File: src/logic/radio_types_pkg.sv
/*
 * Radio control types
 * Widths of the settings bus, VITA time and readback words
 */
`default_nettype none

package radio_types_pkg;

   //////////////////////////////
   // Settings bus
   localparam int SET_ADDR_W = 8;
   localparam int SET_DATA_W = 32;

   typedef logic [SET_ADDR_W-1:0] set_addr_t;
   typedef logic [SET_DATA_W-1:0] set_data_t;

   // One control register
   typedef logic [7:0] ctrl_byte_t;

   //////////////////////////////
   // Time and readback
   localparam int TIME_W = 64;
   localparam int RB_ADDR_W = 4;

   typedef logic [TIME_W-1:0]    vita_time_t;
   typedef logic [RB_ADDR_W-1:0] rb_addr_t;
   typedef logic [31:0]          rb_word_t;

endpackage

`default_nettype wire

File: src/logic/radio_regs_pkg.sv
/*
 * Radio register map
 * Settings addresses, readback word indices and reset values
 */
`default_nettype none

package radio_regs_pkg;

   //////////////////////////////
   // Misc control block, 7 regs
   localparam radio_types_pkg::set_addr_t SR_MISC      = 8'd0;
   localparam radio_types_pkg::set_addr_t MISC_CLK     = 8'd0;
   localparam radio_types_pkg::set_addr_t MISC_SER     = 8'd1;
   localparam radio_types_pkg::set_addr_t MISC_ADC     = 8'd2;
   localparam radio_types_pkg::set_addr_t MISC_LED_SW  = 8'd3;
   localparam radio_types_pkg::set_addr_t MISC_PHY     = 8'd4;
   localparam radio_types_pkg::set_addr_t MISC_LED_SRC = 8'd6;

   // Time block, offsets from SR_TIME64
   localparam radio_types_pkg::set_addr_t SR_TIME64 = 8'd10;
   localparam radio_types_pkg::set_addr_t TIME_HI   = 8'd0;
   localparam radio_types_pkg::set_addr_t TIME_LO   = 8'd1;
   localparam radio_types_pkg::set_addr_t TIME_CTRL = 8'd2;

   //////////////////////////////
   // Readback word indices
   localparam radio_types_pkg::rb_addr_t RB_TIME_HI = 4'd10;
   localparam radio_types_pkg::rb_addr_t RB_TIME_LO = 4'd11;
   localparam radio_types_pkg::rb_addr_t RB_COMPAT  = 4'd12;
   localparam radio_types_pkg::rb_addr_t RB_STATUS  = 4'd13;
   localparam radio_types_pkg::rb_addr_t RB_PPS_HI  = 4'd14;
   localparam radio_types_pkg::rb_addr_t RB_PPS_LO  = 4'd15;

   // Bump major when the register map changes
   localparam radio_types_pkg::rb_word_t COMPAT_NUM = {16'd9, 16'd0};

   // 1 = hardware drives the LED, 0 = software
   localparam radio_types_pkg::ctrl_byte_t LED_SRC_AT_RESET = 8'b0001_1110;

endpackage

`default_nettype wire

File: src/logic/ctrl_regs.sv
/*
 * Control register bank
 * Clock, SERDES, ADC and PHY control lines plus the LED source mux
 */
`timescale 1ns/1ns
`default_nettype none

module ctrl_regs #(
   parameter radio_types_pkg::set_addr_t BASE = radio_regs_pkg::SR_MISC
) (
   input  wire                        dsp_clk,
   input  wire                        por_rst,
   input  wire                        set_stb_i,
   input  wire radio_types_pkg::set_addr_t set_addr_i,
   input  wire radio_types_pkg::set_data_t set_data_i,
   input  wire                        run_rx_i,
   input  wire                        run_tx_i,
   input  wire                        clk_status_i,
   input  wire                        serdes_link_up_i,
   input  wire                        good_sync_i,
   output logic                       clock_ready_o,
   output logic [1:0]                 clk_en_o,
   output logic [1:0]                 clk_sel_o,
   output logic                       ser_enable_o,
   output logic                       ser_prbsen_o,
   output logic                       ser_loopen_o,
   output logic                       ser_rx_en_o,
   output logic                       adc_oe_a_o,
   output logic                       adc_on_a_o,
   output logic                       adc_oe_b_o,
   output logic                       adc_on_b_o,
   output logic                       phy_reset_n_o,
   output radio_types_pkg::ctrl_byte_t leds_o
);

   radio_types_pkg::ctrl_byte_t clock_outs, serdes_outs, adc_outs;
   radio_types_pkg::ctrl_byte_t led_sw, led_src, led_hw;
   logic phy_reset;

   //////////////////////////////
   // Register bank
   setting_reg #(.payload_t(radio_types_pkg::ctrl_byte_t), .MY_ADDR(BASE + radio_regs_pkg::MISC_CLK))
   u_sr_clk (.dsp_clk(dsp_clk), .por_rst(por_rst), .set_stb_i(set_stb_i),
             .set_addr_i(set_addr_i), .set_data_i(set_data_i), .value_o(clock_outs), .changed_o());

   setting_reg #(.payload_t(radio_types_pkg::ctrl_byte_t), .MY_ADDR(BASE + radio_regs_pkg::MISC_SER))
   u_sr_ser (.dsp_clk(dsp_clk), .por_rst(por_rst), .set_stb_i(set_stb_i),
             .set_addr_i(set_addr_i), .set_data_i(set_data_i), .value_o(serdes_outs), .changed_o());

   setting_reg #(.payload_t(radio_types_pkg::ctrl_byte_t), .MY_ADDR(BASE + radio_regs_pkg::MISC_ADC))
   u_sr_adc (.dsp_clk(dsp_clk), .por_rst(por_rst), .set_stb_i(set_stb_i),
             .set_addr_i(set_addr_i), .set_data_i(set_data_i), .value_o(adc_outs), .changed_o());

   setting_reg #(.payload_t(radio_types_pkg::ctrl_byte_t),
                 .MY_ADDR(BASE + radio_regs_pkg::MISC_LED_SW))
   u_sr_led_sw (.dsp_clk(dsp_clk), .por_rst(por_rst), .set_stb_i(set_stb_i),
                .set_addr_i(set_addr_i), .set_data_i(set_data_i), .value_o(led_sw), .changed_o());

   setting_reg #(.payload_t(logic), .MY_ADDR(BASE + radio_regs_pkg::MISC_PHY))
   u_sr_phy (.dsp_clk(dsp_clk), .por_rst(por_rst), .set_stb_i(set_stb_i),
             .set_addr_i(set_addr_i), .set_data_i(set_data_i), .value_o(phy_reset), .changed_o());

   setting_reg #(.payload_t(radio_types_pkg::ctrl_byte_t),
                 .MY_ADDR(BASE + radio_regs_pkg::MISC_LED_SRC),
                 .AT_RESET(radio_regs_pkg::LED_SRC_AT_RESET))
   u_sr_led_src (.dsp_clk(dsp_clk), .por_rst(por_rst), .set_stb_i(set_stb_i),
                 .set_addr_i(set_addr_i), .set_data_i(set_data_i), .value_o(led_src),
                 .changed_o());

   // Control line slices
   assign {clock_ready_o, clk_en_o, clk_sel_o} = clock_outs[4:0];
   assign {ser_enable_o, ser_prbsen_o, ser_loopen_o, ser_rx_en_o} = serdes_outs[3:0];
   assign {adc_oe_a_o, adc_on_a_o, adc_oe_b_o, adc_on_b_o} = adc_outs[3:0];
   assign phy_reset_n_o = ~phy_reset;

   //////////////////////////////
   // LEDs, per bit 1 = hardware source
   assign led_hw = {3'b000, run_tx_i, run_rx_i, clk_status_i,
                    serdes_link_up_i & good_sync_i, 1'b0};
   assign leds_o = (led_src & led_hw) | (~led_src & led_sw);

endmodule

`default_nettype wire

File: src/logic/radio_ctrl_core.sv
/*
 * Radio control core
 * Control registers, VITA timer and readback on dsp_clk
 */
`timescale 1ns/1ns
`default_nettype none

module radio_ctrl_core #(
   parameter radio_types_pkg::set_addr_t MISC_BASE = radio_regs_pkg::SR_MISC,
   parameter radio_types_pkg::set_addr_t TIME_BASE = radio_regs_pkg::SR_TIME64
) (
   input  wire                        dsp_clk,
   input  wire                        por_rst,
   // Settings bus
   input  wire                        set_stb_i,
   input  wire radio_types_pkg::set_addr_t set_addr_i,
   input  wire radio_types_pkg::set_data_t set_data_i,
   // Board inputs
   input  wire                        pps_i,
   input  wire                        run_rx_i,
   input  wire                        run_tx_i,
   input  wire                        clk_status_i,
   input  wire                        serdes_link_up_i,
   input  wire                        button_i,
   // Control lines
   output logic                       clock_ready_o,
   output logic [1:0]                 clk_en_o,
   output logic [1:0]                 clk_sel_o,
   output logic                       ser_enable_o,
   output logic                       ser_prbsen_o,
   output logic                       ser_loopen_o,
   output logic                       ser_rx_en_o,
   output logic                       adc_oe_a_o,
   output logic                       adc_on_a_o,
   output logic                       adc_oe_b_o,
   output logic                       adc_on_b_o,
   output logic                       phy_reset_n_o,
   output radio_types_pkg::ctrl_byte_t leds_o,
   // Readback
   input  wire radio_types_pkg::rb_addr_t rb_addr_i,
   output radio_types_pkg::rb_word_t  rb_data_o
);

   radio_types_pkg::vita_time_t vita_time, vita_time_pps;
   logic good_sync;

   ctrl_regs #(.BASE(MISC_BASE)) u_ctrl_regs (
      .dsp_clk(dsp_clk), .por_rst(por_rst),
      .set_stb_i(set_stb_i), .set_addr_i(set_addr_i), .set_data_i(set_data_i),
      .run_rx_i(run_rx_i), .run_tx_i(run_tx_i), .clk_status_i(clk_status_i),
      .serdes_link_up_i(serdes_link_up_i), .good_sync_i(good_sync),
      .clock_ready_o(clock_ready_o), .clk_en_o(clk_en_o), .clk_sel_o(clk_sel_o),
      .ser_enable_o(ser_enable_o), .ser_prbsen_o(ser_prbsen_o),
      .ser_loopen_o(ser_loopen_o), .ser_rx_en_o(ser_rx_en_o),
      .adc_oe_a_o(adc_oe_a_o), .adc_on_a_o(adc_on_a_o),
      .adc_oe_b_o(adc_oe_b_o), .adc_on_b_o(adc_on_b_o),
      .phy_reset_n_o(phy_reset_n_o), .leds_o(leds_o)
   );

   vita_timer #(.BASE(TIME_BASE)) u_vita_timer (
      .dsp_clk(dsp_clk), .por_rst(por_rst),
      .set_stb_i(set_stb_i), .set_addr_i(set_addr_i), .set_data_i(set_data_i),
      .pps_i(pps_i), .vita_time_o(vita_time), .vita_time_pps_o(vita_time_pps),
      .good_sync_o(good_sync)
   );

   readback_mux #(.COMPAT(radio_regs_pkg::COMPAT_NUM)) u_readback_mux (
      .dsp_clk(dsp_clk), .por_rst(por_rst), .rb_addr_i(rb_addr_i),
      .vita_time_i(vita_time), .vita_time_pps_i(vita_time_pps),
      .button_i(button_i), .clk_status_i(clk_status_i),
      .serdes_link_up_i(serdes_link_up_i), .rb_data_o(rb_data_o)
   );

endmodule

`default_nettype wire

File: src/logic/readback_mux.sv
/*
 * Readback mux
 * Registered selection of one of 16 status words
 */
`timescale 1ns/1ns
`default_nettype none

module readback_mux #(
   parameter radio_types_pkg::rb_word_t COMPAT = radio_regs_pkg::COMPAT_NUM
) (
   input  wire                         dsp_clk,
   input  wire                         por_rst,
   input  wire radio_types_pkg::rb_addr_t   rb_addr_i,
   input  wire radio_types_pkg::vita_time_t vita_time_i,
   input  wire radio_types_pkg::vita_time_t vita_time_pps_i,
   input  wire                         button_i,
   input  wire                         clk_status_i,
   input  wire                         serdes_link_up_i,
   output radio_types_pkg::rb_word_t   rb_data_o
);

   radio_types_pkg::rb_word_t status_word;
   radio_types_pkg::rb_word_t sel_word;

   // Board status bits
   assign status_word = {18'b0, button_i, 1'b0, clk_status_i, serdes_link_up_i, 10'b0};

   always_comb begin
      case (rb_addr_i)
         radio_regs_pkg::RB_TIME_HI: sel_word = vita_time_i[63:32];
         radio_regs_pkg::RB_TIME_LO: sel_word = vita_time_i[31:0];
         radio_regs_pkg::RB_COMPAT:  sel_word = COMPAT;
         radio_regs_pkg::RB_STATUS:  sel_word = status_word;
         radio_regs_pkg::RB_PPS_HI:  sel_word = vita_time_pps_i[63:32];
         radio_regs_pkg::RB_PPS_LO:  sel_word = vita_time_pps_i[31:0];
         // Words 0 to 9 have no source here
         default:                    sel_word = '0;
      endcase
   end

   always_ff @(posedge dsp_clk) begin
      if (por_rst) begin
         rb_data_o <= '0;
      end else begin
         rb_data_o <= sel_word;
      end
   end

   a_rb_addr_known : assert property (
      @(posedge dsp_clk) disable iff (por_rst)
      !$isunknown(rb_addr_i)
   );

endmodule

`default_nettype wire

File: src/logic/setting_reg.sv
/*
 * Settings register
 * Loads the low bits of the settings data on a matching strobe
 */
`timescale 1ns/1ns
`default_nettype none

module setting_reg #(
   parameter type payload_t = logic [7:0],
   parameter radio_types_pkg::set_addr_t MY_ADDR = 8'd0,
   parameter payload_t AT_RESET = '0
) (
   input  wire                        dsp_clk,
   input  wire                        por_rst,
   input  wire                        set_stb_i,
   input  wire radio_types_pkg::set_addr_t set_addr_i,
   input  wire radio_types_pkg::set_data_t set_data_i,
   output payload_t                   value_o,
   output logic                       changed_o
);

   localparam int PW = $bits(payload_t);

   logic hit;

   assign hit = set_stb_i && (set_addr_i == MY_ADDR);

   always_ff @(posedge dsp_clk) begin
      if (por_rst) begin
         value_o   <= AT_RESET;
         changed_o <= 1'b0;
      end else begin
         changed_o <= hit;
         if (hit) begin
            value_o <= payload_t'(set_data_i[PW-1:0]);
         end
      end
   end

   // Bus master must hold a valid address with every strobe
   a_addr_known : assert property (
      @(posedge dsp_clk) disable iff (por_rst)
      set_stb_i |-> !$isunknown(set_addr_i)
   );

endmodule

`default_nettype wire

File: src/logic/vita_timer.sv
/*
 * VITA time counter
 * 64-bit count, immediate or PPS-armed load, PPS time latch
 */
`timescale 1ns/1ns
`default_nettype none

module vita_timer #(
   parameter radio_types_pkg::set_addr_t BASE = radio_regs_pkg::SR_TIME64
) (
   input  wire                        dsp_clk,
   input  wire                        por_rst,
   input  wire                        set_stb_i,
   input  wire radio_types_pkg::set_addr_t set_addr_i,
   input  wire radio_types_pkg::set_data_t set_data_i,
   input  wire                        pps_i,
   output radio_types_pkg::vita_time_t vita_time_o,
   output radio_types_pkg::vita_time_t vita_time_pps_o,
   output logic                       good_sync_o
);

   radio_types_pkg::set_data_t  time_hi, time_lo;
   radio_types_pkg::vita_time_t pending, next_time;
   logic       ctrl_arm;
   logic       commit;
   logic       load_now;
   logic       armed;
   logic [1:0] pps_sync;
   logic       pps_dly;
   logic       pps_edge;

   //////////////////////////////
   // Pending time and commit
   setting_reg #(.payload_t(radio_types_pkg::set_data_t), .MY_ADDR(BASE + radio_regs_pkg::TIME_HI))
   u_sr_time_hi (.dsp_clk(dsp_clk), .por_rst(por_rst), .set_stb_i(set_stb_i),
                 .set_addr_i(set_addr_i), .set_data_i(set_data_i), .value_o(time_hi),
                 .changed_o());

   setting_reg #(.payload_t(radio_types_pkg::set_data_t), .MY_ADDR(BASE + radio_regs_pkg::TIME_LO))
   u_sr_time_lo (.dsp_clk(dsp_clk), .por_rst(por_rst), .set_stb_i(set_stb_i),
                 .set_addr_i(set_addr_i), .set_data_i(set_data_i), .value_o(time_lo),
                 .changed_o());

   // Bit 0 picks armed (1) or immediate (0)
   setting_reg #(.payload_t(logic), .MY_ADDR(BASE + radio_regs_pkg::TIME_CTRL))
   u_sr_time_ctrl (.dsp_clk(dsp_clk), .por_rst(por_rst), .set_stb_i(set_stb_i),
                   .set_addr_i(set_addr_i), .set_data_i(set_data_i), .value_o(ctrl_arm),
                   .changed_o(commit));

   assign pending  = {time_hi, time_lo};
   assign load_now = commit & ~ctrl_arm;
   assign pps_edge = pps_sync[1] & ~pps_dly;

   // Value the counter takes on this edge, also what the PPS latch sees
   always_comb begin
      if (load_now || (pps_edge && armed)) begin
         next_time = pending;
      end else begin
         next_time = vita_time_o + 64'd1;
      end
   end

   //////////////////////////////
   // Counter, PPS edge, arm flag
   always_ff @(posedge dsp_clk) begin
      if (por_rst) begin
         pps_sync        <= 2'b00;
         pps_dly         <= 1'b0;
         vita_time_o     <= '0;
         vita_time_pps_o <= '0;
         armed           <= 1'b0;
         good_sync_o     <= 1'b0;
      end else begin
         pps_sync    <= {pps_sync[0], pps_i};
         pps_dly     <= pps_sync[1];
         vita_time_o <= next_time;
         if (pps_edge) begin
            vita_time_pps_o <= next_time;
         end
         if (commit && ctrl_arm) begin
            armed <= 1'b1;
         end else if (pps_edge) begin
            armed <= 1'b0;
         end
         // Sticky until reset
         if (pps_edge && armed) begin
            good_sync_o <= 1'b1;
         end
      end
   end

   // Software must not issue an immediate load while a PPS load waits
   a_no_load_while_armed : assert property (
      @(posedge dsp_clk) disable iff (por_rst)
      !(armed && load_now)
   );

endmodule

`default_nettype wire

File: config.mk
export PLATFORM = sky130hd
export DESIGN_NAME = radio_ctrl_core
export DESIGN_NICKNAME = d
export VERILOG_FILES = /design/src/logic/radio_types_pkg.sv /design/src/logic/radio_regs_pkg.sv /design/src/logic/ctrl_regs.sv /design/src/logic/radio_ctrl_core.sv /design/src/logic/readback_mux.sv /design/src/logic/setting_reg.sv /design/src/logic/vita_timer.sv
export SDC_FILE = /design/constraint.sdc
export NUM_CORES = 1
export LEC_CHECK = 0
export BUFFER_PORTS_ARGS = -buffer_cell sky130_fd_sc_hd__buf_2
export CAP_MARGIN = 20
export CORE_MARGIN = 4
export CORE_UTILIZATION = 45
export CTS_BUF_LIST = sky130_fd_sc_hd__clkbuf_8 sky130_fd_sc_hd__clkbuf_16
export DETAILED_ROUTE_END_ITERATION = 10
export GPL_TIMING_DRIVEN = 0
export PLACE_DENSITY = 0.7
export SETUP_SLACK_MARGIN = 0.15
export SYNTH_ARGS = -nofsm -noshare
export SYNTH_HDL_FRONTEND = slang
export SYNTH_SLANG_ARGS = --single-unit
export TNS_END_PERCENT = 30
File: constraint.sdc
create_clock -name dsp_clk -period 2.92 [get_ports dsp_clk]
set_input_delay 0.292 -clock dsp_clk [delete_from_list [all_inputs] [get_ports dsp_clk]]
set_output_delay 0.292 -clock dsp_clk [all_outputs]
set_load 0.02 [all_outputs]
# ---- Yosys cells after proc, flatten, opt, wreduce, memory -nomap -nowiden
# Cells that the tools add are included.
# W data, S select, Z words.
dict set report classes {
  n_addsub 1
  eq_ne 14
  mux 4
  n_bitwise 10
  reduce_logical 14
}
# cell count
set op_table {}
lappend op_table {{$pmux W32 S6} 1}
lappend op_table {{$add A64 B1 Y64 const B} 1}
lappend op_table {{$mux W64} 1}
lappend op_table {{$eq A4 B4 Y1 const B} 6}
lappend op_table {{$eq A8 B4 Y1 const B} 3}
lappend op_table {{$eq A8 B2 Y1 const B} 2}
lappend op_table {{$eq A8 B3 Y1 const B} 2}
lappend op_table {{$logic_and A1 B1 Y1} 11}
lappend op_table {{$and A8 B5 Y8} 1}
lappend op_table {{$and A8 B8 Y8} 1}
lappend op_table {{$eq A8 B1 Y1 const B} 1}
lappend op_table {{$logic_not A8 Y1} 1}
lappend op_table {{$not A8 Y8} 1}
lappend op_table {{$or A8 B8 Y8} 1}
lappend op_table {{$and A1 B1 Y1} 3}
lappend op_table {{$not A1 Y1} 3}
lappend op_table {{$mux W1} 2}
lappend op_table {{$reduce_bool A2 Y1} 1}
lappend op_table {{$logic_or A1 B1 Y1} 1}
dict set report word_totals {
  ff_bits 261
  inputBits 53
  elab_cells 60
}

# ---- Logic depth before layout (Yosys ltp)
# Gate-level depths: netlist (run 1).
dict set report depth {
  ltp_word 5
  depth_mapped 9
}

# ---- Hierarchy
# Synthesis (run 1) repeated with hierarchy kept, for this count alone.
dict set report unflattened {
  hier_cells 1523
  area_unflattened_um2 13710.6
}
# module instances cells_each area_per_inst_um2 seq_area_each_um2
set by_module_without_submodules {}
lappend by_module_without_submodules {vita_timer 1 839 6658.9 2662.6}
lappend by_module_without_submodules {readback_mux 1 173 1687.9 640.6}
lappend by_module_without_submodules {{setting_reg at u_vita_timer.u_sr_time_hi} 1 144 1517.7 660.6}
lappend by_module_without_submodules {{setting_reg at u_vita_timer.u_sr_time_lo} 1 143 1503.9 660.6}
lappend by_module_without_submodules {{setting_reg at u_ctrl_regs.u_sr_adc ...} 2 39 414.1 180.2}
lappend by_module_without_submodules {{setting_reg at u_ctrl_regs.u_sr_led_sw} 1 39 412.9 180.2}
lappend by_module_without_submodules {{setting_reg at u_ctrl_regs.u_sr_clk} 1 39 411.6 180.2}
lappend by_module_without_submodules {{setting_reg at u_ctrl_regs.u_sr_led_src} 1 39 395.4 180.2}
lappend by_module_without_submodules {{setting_reg at u_vita_timer.u_sr_time_ctrl} 1 9 112.6 40.0}
lappend by_module_without_submodules {{setting_reg at u_ctrl_regs.u_sr_phy} 1 9 93.8 40.0}
lappend by_module_without_submodules {ctrl_regs 1 11 87.6 0.0}

# ---- Least setup slack after synthesis (run 1)
# No wires, ideal clock.
dict set report synth_path {
  path_type {reg-to-reg}
  startpoint {register u_vita_timer.vita_time_o[0]}
  endpoint {register u_vita_timer.vita_time_pps_o[52]}
  t_arrival_ps 2456
  required_ps 2787
  slack_ps 331
  path_stages_with_launch 9
  path_cell_list {dfxtp_1 ha_1 nand4_2 or3_1 buf_6 or4_4 and3_1 a2111oi_2 a21oi_1}
}
dict set report synth_between {
  elab_chain_cells 2
}
# item line_no
set synth_lines {}
lappend synth_lines {{from (decl)} vita_timer.sv:17} ;# output radio_types_pkg::vita_time_t vita_time_o,
lappend synth_lines {{from (signal assigned)} vita_timer.sv:76} ;# vita_time_o <= next_time;
lappend synth_lines {{$add A64 B1 Y64} vita_timer.sv:59} ;# next_time = vita_time_o + 64'd1;
lappend synth_lines {{$mux W64} vita_timer.sv:56} ;# if (load_now || (pps_edge && armed)) begin
lappend synth_lines {{to (signal assigned)} vita_timer.sv:78} ;# vita_time_pps_o <= next_time;
lappend synth_lines {{to (decl)} vita_timer.sv:18} ;# output radio_types_pkg::vita_time_t vita_time_pps_o,
# Every way passes these cells.
# A chain may end at the register's enable or synchronous reset.

# ---- Final worst setup path (run 1)
dict set report layout_path {
  startpoint {register u_vita_timer.vita_time_o[35]}
  endpoint {register u_vita_timer.vita_time_pps_o[52]}
}
# The elaborated chain is that of the path after synthesis.

==> metrics.yaml, run 1 <==
status: "completed"
grt_use_met3_pct: 7.25
r2r-start: "u_vita_timer.vita_time_o[35]$_SDFF_PP0_"
synth_compound_area_share_pct: 18.0
worstPathArrival_ns: 3.22
ys_warn_count: 0
antenna_left: 0
synthMuxAreaShare_pct: 3.84
pwr_density_cell_nw_per_um2: 554
end_kind: "register"
rows: 57
finalWirelength_um: 41800
layout_min_cycle_time_ns: 2.81
syn_area_per_cell_um2: 8.03
n_antenna_cell: 0
syn_inst: 1409
synth-seq-cells: 261
cts_sinks: 261
setup_viol: 0
use_met2_pct: 43.9
placed_cells: 1836
ir_drop_v: 0.000490
rr_endpoint: "u_vita_timer.vita_time_pps_o[52]$_SDFFE_PP0N_"
numPortBuffers: 102
worstPathRequired_ns: 3.33
clock_latency_ns: 0.56
synthFlopType: "dfxtp_1"
syn_nets: 1463
synthAdderAreaFrac_pct: 0.111
synth_cell_types: 56
synth_simple_gate_area_share_pct: 24.9
p_switching_mw: 1.74
die_w_um: 167
fin_ws_ns: 0.107
synth_edf_count: 0
htree_levels: 1
grt-ovfl-total: 0
wl_per_cell_um: 21.8
hpwl_um: 30900
gp_congestion: 1.03
grt_pass1_vias: 10400
netlist_area_um2: 11300
first_iter_violations: 1344
fin_nets: 1628
top_level_ports: 107
p_sw_share_pct: 23.2
power_mw: 7.49
grt_use_total_pct: 28.6
fmax_mhz: 356
crit_type: "reg -> reg"
synth-xor-area-share_pct: 3.17
comb_power_share_pct: 4.8
numCtsBuffers: 28
internal-power_mw: 5.76
r2r_slack_ns: 0.11
dr.pass1.iters: 8
antenna_found_initial: 0
cts_tree: "done"
leakagePower_nw: 4.71
period_share_pct: 96.3
clk_pin_slew_ns: 0.06
vias: 11400
clock_skew_ns: 0.0145
area_growth_pct: 19.6
drcViolationCount: 0
root_buffer: "clkbuf_16"
met1_usage_pct: 39.8
hold_viol: 0
initial_utilization_pct: 46.1
die-area_um2: 27700
worst_slew_pin_slew_ns: 0.912
grt_max_degree: 15
crit_start: "u_vita_timer.vita_time_o[35]$_SDFF_PP0_"
synth_top_family_by_area: "simple AND/OR/NAND/NOR gates"
rsz0062_at_grt: "yes"
hold_class: "in -> reg"
stdcell_count: 1914
routed_via_density: 5.96
reg2reg_depth: 6
max-cap-violations: 0
startpoint_type: "register"
fin_tns_setup_ns: 0
critPathMaxFanout: 6
die_y_um: 167
yosysSeqAreaShare_pct: 46.2
drive_above_1_share_pct: 12.1
clk_path_buf_depth: 3
gr-max-usage-layer: "met2"
hold_slack_ns: 0.00451
crit_end: "u_vita_timer.vita_time_pps_o[52]$_SDFFE_PP0N_"
power_frac_seq_pct: 48.3
grt_pass1_wl_um: 62400
slew-limit-headroom_pct: 38.9
pwr-share-clk_pct: 46.9
place_ws_ns: -0.343
core_um2: 24500
maxSlewViolCount: 0
synthArstFlopShare_pct: 0
## critical path, stage by stage (launching register included)
cell and delay [ns]:
dfxtp_1 0.51, nand4_1 0.31, or4_1 0.54, or4_4 0.58, and3_1 0.24, a2111oi_4 0.37, a21oi_1 0.12
## cells in the mapped netlist (all sizes together) (7+ instances only)
cell	number	area [um^2]
a211oi	17	128
a21oi	129	646
a221oi	7	61.3
a22oi	61	458
a31oi	34	213
and2	7	43.8
and3	9	56.3
buf	15	67.6
clkbuf	87	327
dfxtp	261	5230
inv	10	37.5
mux2i	40	400
nand2	240	901
nand2b	7	43.8
nand3	64	325
nand4	30	194
nor2	157	592
nor2b	10	62.6
nor3	41	215
nor4	17	134
o21a	10	75.1
o21ai	63	315
or4	9	71.3
xnor2	29	254
xor2	12	105
## flip-flops by register name, indices dropped and copies added, names as in the netlist, 2 cells and up
name                               flops
u_readback_mux.rb_data_o              32
u_ctrl_regs.u_sr_clk.value_o           5
u_vita_timer.u_sr_time_hi.value_o     32
u_vita_timer.u_sr_time_lo.value_o     32
u_ctrl_regs.u_sr_ser.value_o           4
u_ctrl_regs.u_sr_adc.value_o           4
u_vita_timer.pps_sync                  2
u_ctrl_regs.u_sr_led_sw.value_o        8
u_vita_timer.vita_time_o              64
u_ctrl_regs.u_sr_led_src.value_o       8
u_vita_timer.vita_time_pps_o          64
## stage by stage
step                      cell area, um^2  utilization, %
after floorplan                     11300               -
after global placement              12200            49.9
after detailed placement            12200            49.9
after CTS                           13400            54.7
after global routing                13500            55.2
final                               13500            55.2
## cell type report
type                            count  area [um^2]
Fill cell                        2357        11000
Multi-Input combinational cell   1036         5740
Sequential cell                   261         5230
Timing Repair Buffer              135          813
Clock buffer                       34          783
Buffer                            102          407
Tap cell                          324          405
Clock inverter                     12          116
Inverter                           10         37.5
## cells by family (layout without fill, tap and decap cells)
| logic type | after synthesis | in the layout |
|---|---|---|
| simple gates | 614 | 614 |
| xor+xnor | 41 | 41 |
| flops | 261 | 261 |
| compound gates | 337 | 337 |
| mux | 43 | 43 |
| fa+ha+maj | 1 | 1 |
| buf+inv | 112 | 293 |
## metal layers
metal	wire (um)	vias to the layer above
met1	17700	5382
met5	0	-
met2	17900	618
met4	1370	0
li1	-	5305
met3	4840	96
## power by group through the flow
stage | Combinational (mW) | Sequential, mW | Clock, mW
finish | 0.356 | 3.62 | 3.52
global route | 0.381 | 3.62 | 3.68
CTS | 0.341 | 3.62 | 3.53
detailed placement | 0.316 | 3.70 | 0
global placement | 0.314 | 3.69 | 0
floorplan | 0.170 | 3.69 | 0
## cells in the final DEF (no fill, tap or decap), types with 4 or more instances in the layout
cell             n
dlygate4sd3_1   23
and4_1           5
buf_1            6
clkbuf_2         9
dfxtp_1        259
buf_4            9
nor4_1          13
a211oi_1        17
clkbuf_8         6
clkbuf_1        82
o21a_1          10
and3_1           9
buf_2          107
nor4_4           4
nand2b_1         7
clkbuf_16       28
nand2_1        240
a221oi_1         7
a21oi_1        129
nand4_1         29
and2_1           7
a31oi_1         34
or4_1            7
nand3_1         63
nor2_1         156
mux2i_1         40
inv_1           14
nor3_1          38
xnor2_1         29
clkinv_2         5
nor2b_1         10
xor2_1          12
o21ai_0         62
o211ai_1         5
or3_1            5
a22oi_1         61
## what timing repair did
item                                   in CTS  in global routing
endpoints found under the hold margin      39                  0
cloned                                      0                  0
resized for setup                           4                 22
pin swaps                                   1                  3
hold buffers                               23                  0
setup endpoints to repair                  38                 87
setup buffers                               4                  5
## how the worst min path moves through the flow
stage	from	end	cells past startpoint
3_5_place_dp	u_vita_timer.u_sr_time_hi.value_o[3]$_SDFFE_PP0P_	u_vita_timer.u_sr_time_hi.value_o[3]$_SDFFE_PP0P_	2
4_1_cts	set_data_i[21]	u_vita_timer.u_sr_time_lo.value_o[21]$_SDFFE_PP0P_	3
2_1_floorplan	u_vita_timer.pps_sync[0]$_SDFF_PP0_	u_vita_timer.pps_sync[1]$_SDFF_PP0_	1
6_report	set_data_i[21]	u_vita_timer.u_sr_time_lo.value_o[21]$_SDFFE_PP0P_	3
3_3_place_gp	u_vita_timer.pps_sync[0]$_SDFF_PP0_	u_vita_timer.pps_sync[1]$_SDFF_PP0_	1
5_1_grt	set_data_i[6]	u_vita_timer.u_sr_time_hi.value_o[6]$_SDFFE_PP0P_	3
(Power assumes the default switching activity.)
==> run 2: changes to the inputs <==
==> constraint.sdc (replaced) <==
create_clock -name dsp_clk -period 2.92 [get_ports dsp_clk]
set_input_delay 0.438 -clock dsp_clk [delete_from_list [all_inputs] [get_ports dsp_clk]]
set_output_delay 0.438 -clock dsp_clk [all_outputs]
set_load 0.02 [all_outputs]
==> metrics.yaml, run 2 (same netlist as run 1, synthesis figures left out) <==
initial_utilization_pct: 46.1
hpwl_um: 30900
setup_viol: 0
placed_cells: 1836
numPortBuffers: 102
crit_type: "reg -> reg"
fin_tns_setup_ns: 0
worstPathArrival_ns: 3.25
layout_common_cells: "dfxtp_1 (259), nand2_1 (240), nor2_1 (156)"
fillCellCount: 2388
clock_skew_ns: 0.0109
hold_viol: 0
max-cap-violations: 0
worst-path-buf-inv: 0
crit_chain: "nand4_1 > or4_1 > or4_4 > and3_1 > a2111oi_4 > a21oi_1"
vias: 11400
largest_registers: "u_vita_timer.vita_time_o: 64 flops, u_vita_timer.vita_time_pps_o: 64 flops"
antenna_left: 0
root_buffer: "clkbuf_16"
numCtsBuffers: 28
maxSlewViolCount: 0
top_level_ports: 107
grt-ovfl-total: 0
stdcell_count: 1891
fin_nets: 1605
r2r_slack_ns: 0.07
cts_sinks: 261
period_share_pct: 97.5
end_kind: "register"
worstPathRequired_ns: 3.33
clk_path_buf_depth: 3
rsz0062_at_grt: "yes"
layout_min_cycle_time_ns: 2.85
leakagePower_nw: 4.61
slew-limit-headroom_pct: 37.9
status: "completed"
crit_family: "simple AND/OR/NAND/NOR gates"
rows: 57
core_um2: 24500
dr.pass1.iters: 6
clock_latency_ns: 0.56
finalWirelength_um: 41500
grt_max_degree: 15
final_core_util_pct: 54.2
grt_use_total_pct: 28.4
die-area_um2: 27700
ctsHoldBuffers: 0
die_y_um: 167
pwr_density_cell_nw_per_um2: 562
htree_levels: 1
worst_slew_pin_slew_ns: 0.927
multi_input_area_um2: 5740
area_growth_pct: 17.6
first_iter_violations: 1336
gp_congestion: 1.03
routed_via_density: 6.01
critPathMaxFanout: 6
grt_pass1_vias: 10400
final_common_cell: "dfxtp_1"
startpoint_type: "register"
cp_slowest_cell: "or4_4"
hold_class: "in -> reg"
clk_pin_slew_ns: 0.06
ir_drop_v: 0.000480
antenna_found_initial: 0
power_mw: 7.47
cts_tree: "done"
fmax_mhz: 351
drive_above_1_share_pct: 12.3
n_antenna_cell: 0
slowest_delay_ns: 0.58
drcViolationCount: 0
wl_per_cell_um: 21.9
register_area_um2: 5230
die_w_um: 167
grt_pass1_wl_um: 62000
run 2: layout make-up:
class,count,share of cell area (%)
multi-input cells,1036,43.2
flip-flops and latches,261,39.3
clock buffers,34,5.89
repair buffers,112,4.38
plain buffers,102,3.06
well taps,324,3.05
clock inverters,12,0.875
inverters,10,0.282
run 2: final timing paths:
check	start	endpoint	cells after the start
worst min register to register	u_vita_timer.u_sr_time_lo.value_o[3]$_SDFFE_PP0P_	u_vita_timer.u_sr_time_lo.value_o[3]$_SDFFE_PP0P_	2
worst min-delay path	set_data_i[19]	u_vita_timer.u_sr_time_lo.value_o[19]$_SDFFE_PP0P_	3
worst max register to register	u_vita_timer.vita_time_o[35]$_SDFF_PP0_	u_vita_timer.vita_time_pps_o[52]$_SDFFE_PP0N_	6
worst max-delay path	u_vita_timer.vita_time_o[35]$_SDFF_PP0_	u_vita_timer.vita_time_pps_o[52]$_SDFFE_PP0N_	6
run 2: repair_timing:
| item | CTS | global route |
|---|---|---|
| buffers inserted | 4 | 5 |
| endpoints found under the hold margin | 0 | 0 |
| resized for setup | 4 | 22 |
| pin swaps | 1 | 3 |
| setup endpoints to repair | 38 | 87 |
run 2: metrics by stage:
stage / instance area, um^2 / hold slack [ns] / setup slack [ns]
6_report: 13300 / 0.133 / 0.0741
2_1_floorplan: 11300 / 0.414 / 0.331
3_5_place_dp: 12200 / 0.446 / -0.343
3_3_place_gp: 12200 / 0.428 / -0.679
4_1_cts: 13200 / 0.124 / 0.0104
5_1_grt: 13300 / 0.138 / 0.0425
run 2: worst reg2reg max path: cells and delay by family, from the launching register on:
kind	cells	cell delay, ns
AO/OA/AOI/OAI	2	0.50
AND/OR/NAND/NOR	4	1.69
flip-flops	1	0.51
run 2: metal layers:
layer  share of wire, %  global-route usage (%)  vias up  routed length (um)
li1                   -                       -     5265                   -
met5                  0                       0        -                   0
met2                 43                    43.6      648               17700
met3                 12                    7.37      101                5120
met1                 42                    39.5     5347               17300
met4                3.4                    8.82        0                1410
run 2: power breakdown:
part / internal [mW] / total, mW / switching, mW / leakage, nW
combinational: 0.0931 / 0.332 / 0.239 / 2.04
sequential: 3.59 / 3.62 / 0.0309 / 2.11
clock: 2.05 / 3.52 / 1.46 / 0.464
total: 5.74 / 7.47 / 1.73 / 4.61
==> run 3: changes to the inputs <==
Settings changed: ABC_AREA from default to 1.
==> metrics.yaml, run 3 <==
comb_power_share_pct: 5.2
final_common_cell: "nand2_1"
htree_levels: 1
post-cts-setup-buffers: 0
synth_top_cells_by_area: "dfxtp_1 (43%), nand2_1 (11%), nor2_1 (9.5%)"
yosysSeqAreaShare_pct: 43.5
synthArstFlopShare_pct: 0
period_share_pct: 86.9
power_frac_seq_pct: 46.5
clk_path_buf_depth: 3
cts_resized: 0
hold_class: "in -> reg"
fin_nets: 1976
gp_congestion: 1.06
drcViolationCount: 0
pwr_density_cell_nw_per_um2: 562
power_mw: 7.85
syn_area_per_cell_um2: 6.74
synth.largest_area_cell: "dfxtp_1"
fin_tns_setup_ns: 0
grt_max_degree: 14
crit_type: "reg -> reg"
pwr-share-clk_pct: 48.3
p_sw_share_pct: 23.6
worstPathArrival_ns: 2.98
vias: 12500
startpoint_type: "register"
grt_pass1_vias: 11900
top_level_ports: 107
cts_tree: "done"
grt-ovfl-total: 0
fin_area_um2: 14000
yosysTopAreaCellShare_pct: 43.5
internal-power_mw: 6.00
die_w_um: 171
cts_sinks: 261
rsz0062_at_grt: "no"
worstPathRequired_ns: 3.36
core_um2: 26200
die-area_um2: 29400
dr.pass1.iters: 5
critPathMaxFanout: 4
p_switching_mw: 1.85
rows: 59
die_y_um: 171
drive_above_1_share_pct: 10.2
grt_use_total_pct: 31.6
synth_most_common_cell: "nand2_1"
ctsHoldBuffers: 0
fmax_mhz: 394
ys_warn_count: 0
worst_slew_pin_slew_ns: 1.06
clock_skew_ns: 0.0136
whs_path_depth: 3
grt_pass1_wl_um: 70200
netlist_area_um2: 12000
antenna_found_initial: 1
initial_utilization_pct: 45.9
hpwl_um: 36200
numPortBuffers: 106
placed_cells: 2226
layout_common_cells: "nand2_1 (364), nor2_1 (305), dfxtp_1 (261)"
hold_viol: 0
synthFlopType: "dfxtp_1"
wl_per_cell_um: 20.6
max-cap-violations: 0
fillCellCount: 2678
root_buffer: "clkbuf_16"
clock_latency_ns: 0.56
synth-seq-cells: 261
clk_pin_slew_ns: 0.06
setup_viol: 0
layout_min_cycle_time_ns: 2.54
ir_drop_v: 0.000450
maxSlewViolCount: 0
syn_inst: 1785
routed_via_density: 5.49
finalWirelength_um: 46900
placed_area_um2: 13000
leakagePower_nw: 5.54
area_growth_pct: 16.2
stdcell_count: 2280
antenna_left: 0
status: "completed"
synthTopCellsByCount: "nand2_1 (364), nor2_1 (305), dfxtp_1 (261)"
largest_registers: "u_vita_timer.vita_time_o: 64 flops, u_vita_timer.vita_time_pps_o: 64 flops"
final_core_util_pct: 53.3
slew-limit-headroom_pct: 29.3
end_kind: "register"
numCtsBuffers: 29
reg2reg_depth: 9
synth_cell_types: 36
synth_edf_count: 0
first_iter_violations: 1250
syn_nets: 1839
-- run 3: cell count changes after synthesis, moves of 33 or more --
cell	previous run	this run
inv_1	10	220
nor2_1	156	305
nand2_1	240	364
nand3_1	63	130
a22oi_1	61	0
o21ai_1	1	44
mux2i_1	40	0
nor3_1	39	3
a31oi_1	34	1
-- run 3: cell type report --
class	instances	area (um^2)	share of cell area, %
Antenna cell	1	2.50	0.0179
Buffer	81	313	2.24
Clock buffer	37	836	5.98
Clock inverter	16	158	1.13
Inverter	231	867	6.21
Multi-Input combinational cell	1212	5620	40.2
Sequential cell	261	5230	37.4
Tap cell	335	419	3.00
Timing Repair Buffer	106	531	3.80
-- run 3: logic make-up (layout without fill, tap and decap cells) --
| family | count (synthesis) | count (layout) | share of synthesized area [%] |
|---|---|---|---|
| buf+inv | 312 | 471 | 9.81 |
| xor+xnor | 17 | 17 | 1.24 |
| other cells | 0 | 1 | 0 |
| mux | 2 | 2 | 0.187 |
| fa+ha+maj | 1 | 1 | 0.104 |
| compound gates | 349 | 349 | 16.1 |
| flops | 261 | 261 | 43.5 |
| simple gates | 843 | 843 | 29.1 |
-- run 3: power groups by stage --
stage,combinational (mW),clock [mW],sequential (mW)
finish,0.410,3.79,3.65
global route,0.447,3.98,3.65
CTS,0.403,3.81,3.65
detailed placement,0.400,0,3.73
global placement,0.393,0,3.72
floorplan,0.224,0,3.72
-- run 3: metrics by stage --
step / worst slack [ns] / hold WS (ns)
floorplan: 1.29 / 0.388
global placement: 0.342 / 0.401
detailed placement: 0.327 / 0.409
CTS: 0.528 / 0.0901
global route: 0.295 / 0.110
finish: 0.382 / 0.0959
-- run 3: critical path, stage by stage, from the launching register on --
cell and delay, ns:
dfxtp_1 0.39, ha_1 0.25, nand2_1 0.11, nor2_4 0.15, nand3_1 0.25, nor2_1 0.37, xor2_1 0.50, o21ai_0 0.19
o21ai_1 0.16, inv_1 0.06
-- run 3: worst paths after layout --
check	startpoint	end	slack, ns
setup / recovery	u_vita_timer.vita_time_o[1]$_SDFF_PP0_	u_vita_timer.vita_time_pps_o[18]$_SDFFE_PP0N_	0.38
hold / removal	pps_i	u_vita_timer.pps_sync[0]$_SDFF_PP0_	0.1
setup reg to reg	u_vita_timer.vita_time_o[1]$_SDFF_PP0_	u_vita_timer.vita_time_pps_o[18]$_SDFFE_PP0N_	0.38
hold reg to reg	u_vita_timer.pps_sync[0]$_SDFF_PP0_	u_vita_timer.pps_sync[1]$_SDFF_PP0_	0.41
-- run 3: routing by layer --
metal	wire length, um	up-vias	GRT usage (%)
met5	75	-	1.84
met4	1910	2	11.4
met3	5400	98	8.99
met2	20100	630	48.4
met1	19400	5770	42.6
li1	-	6011	-
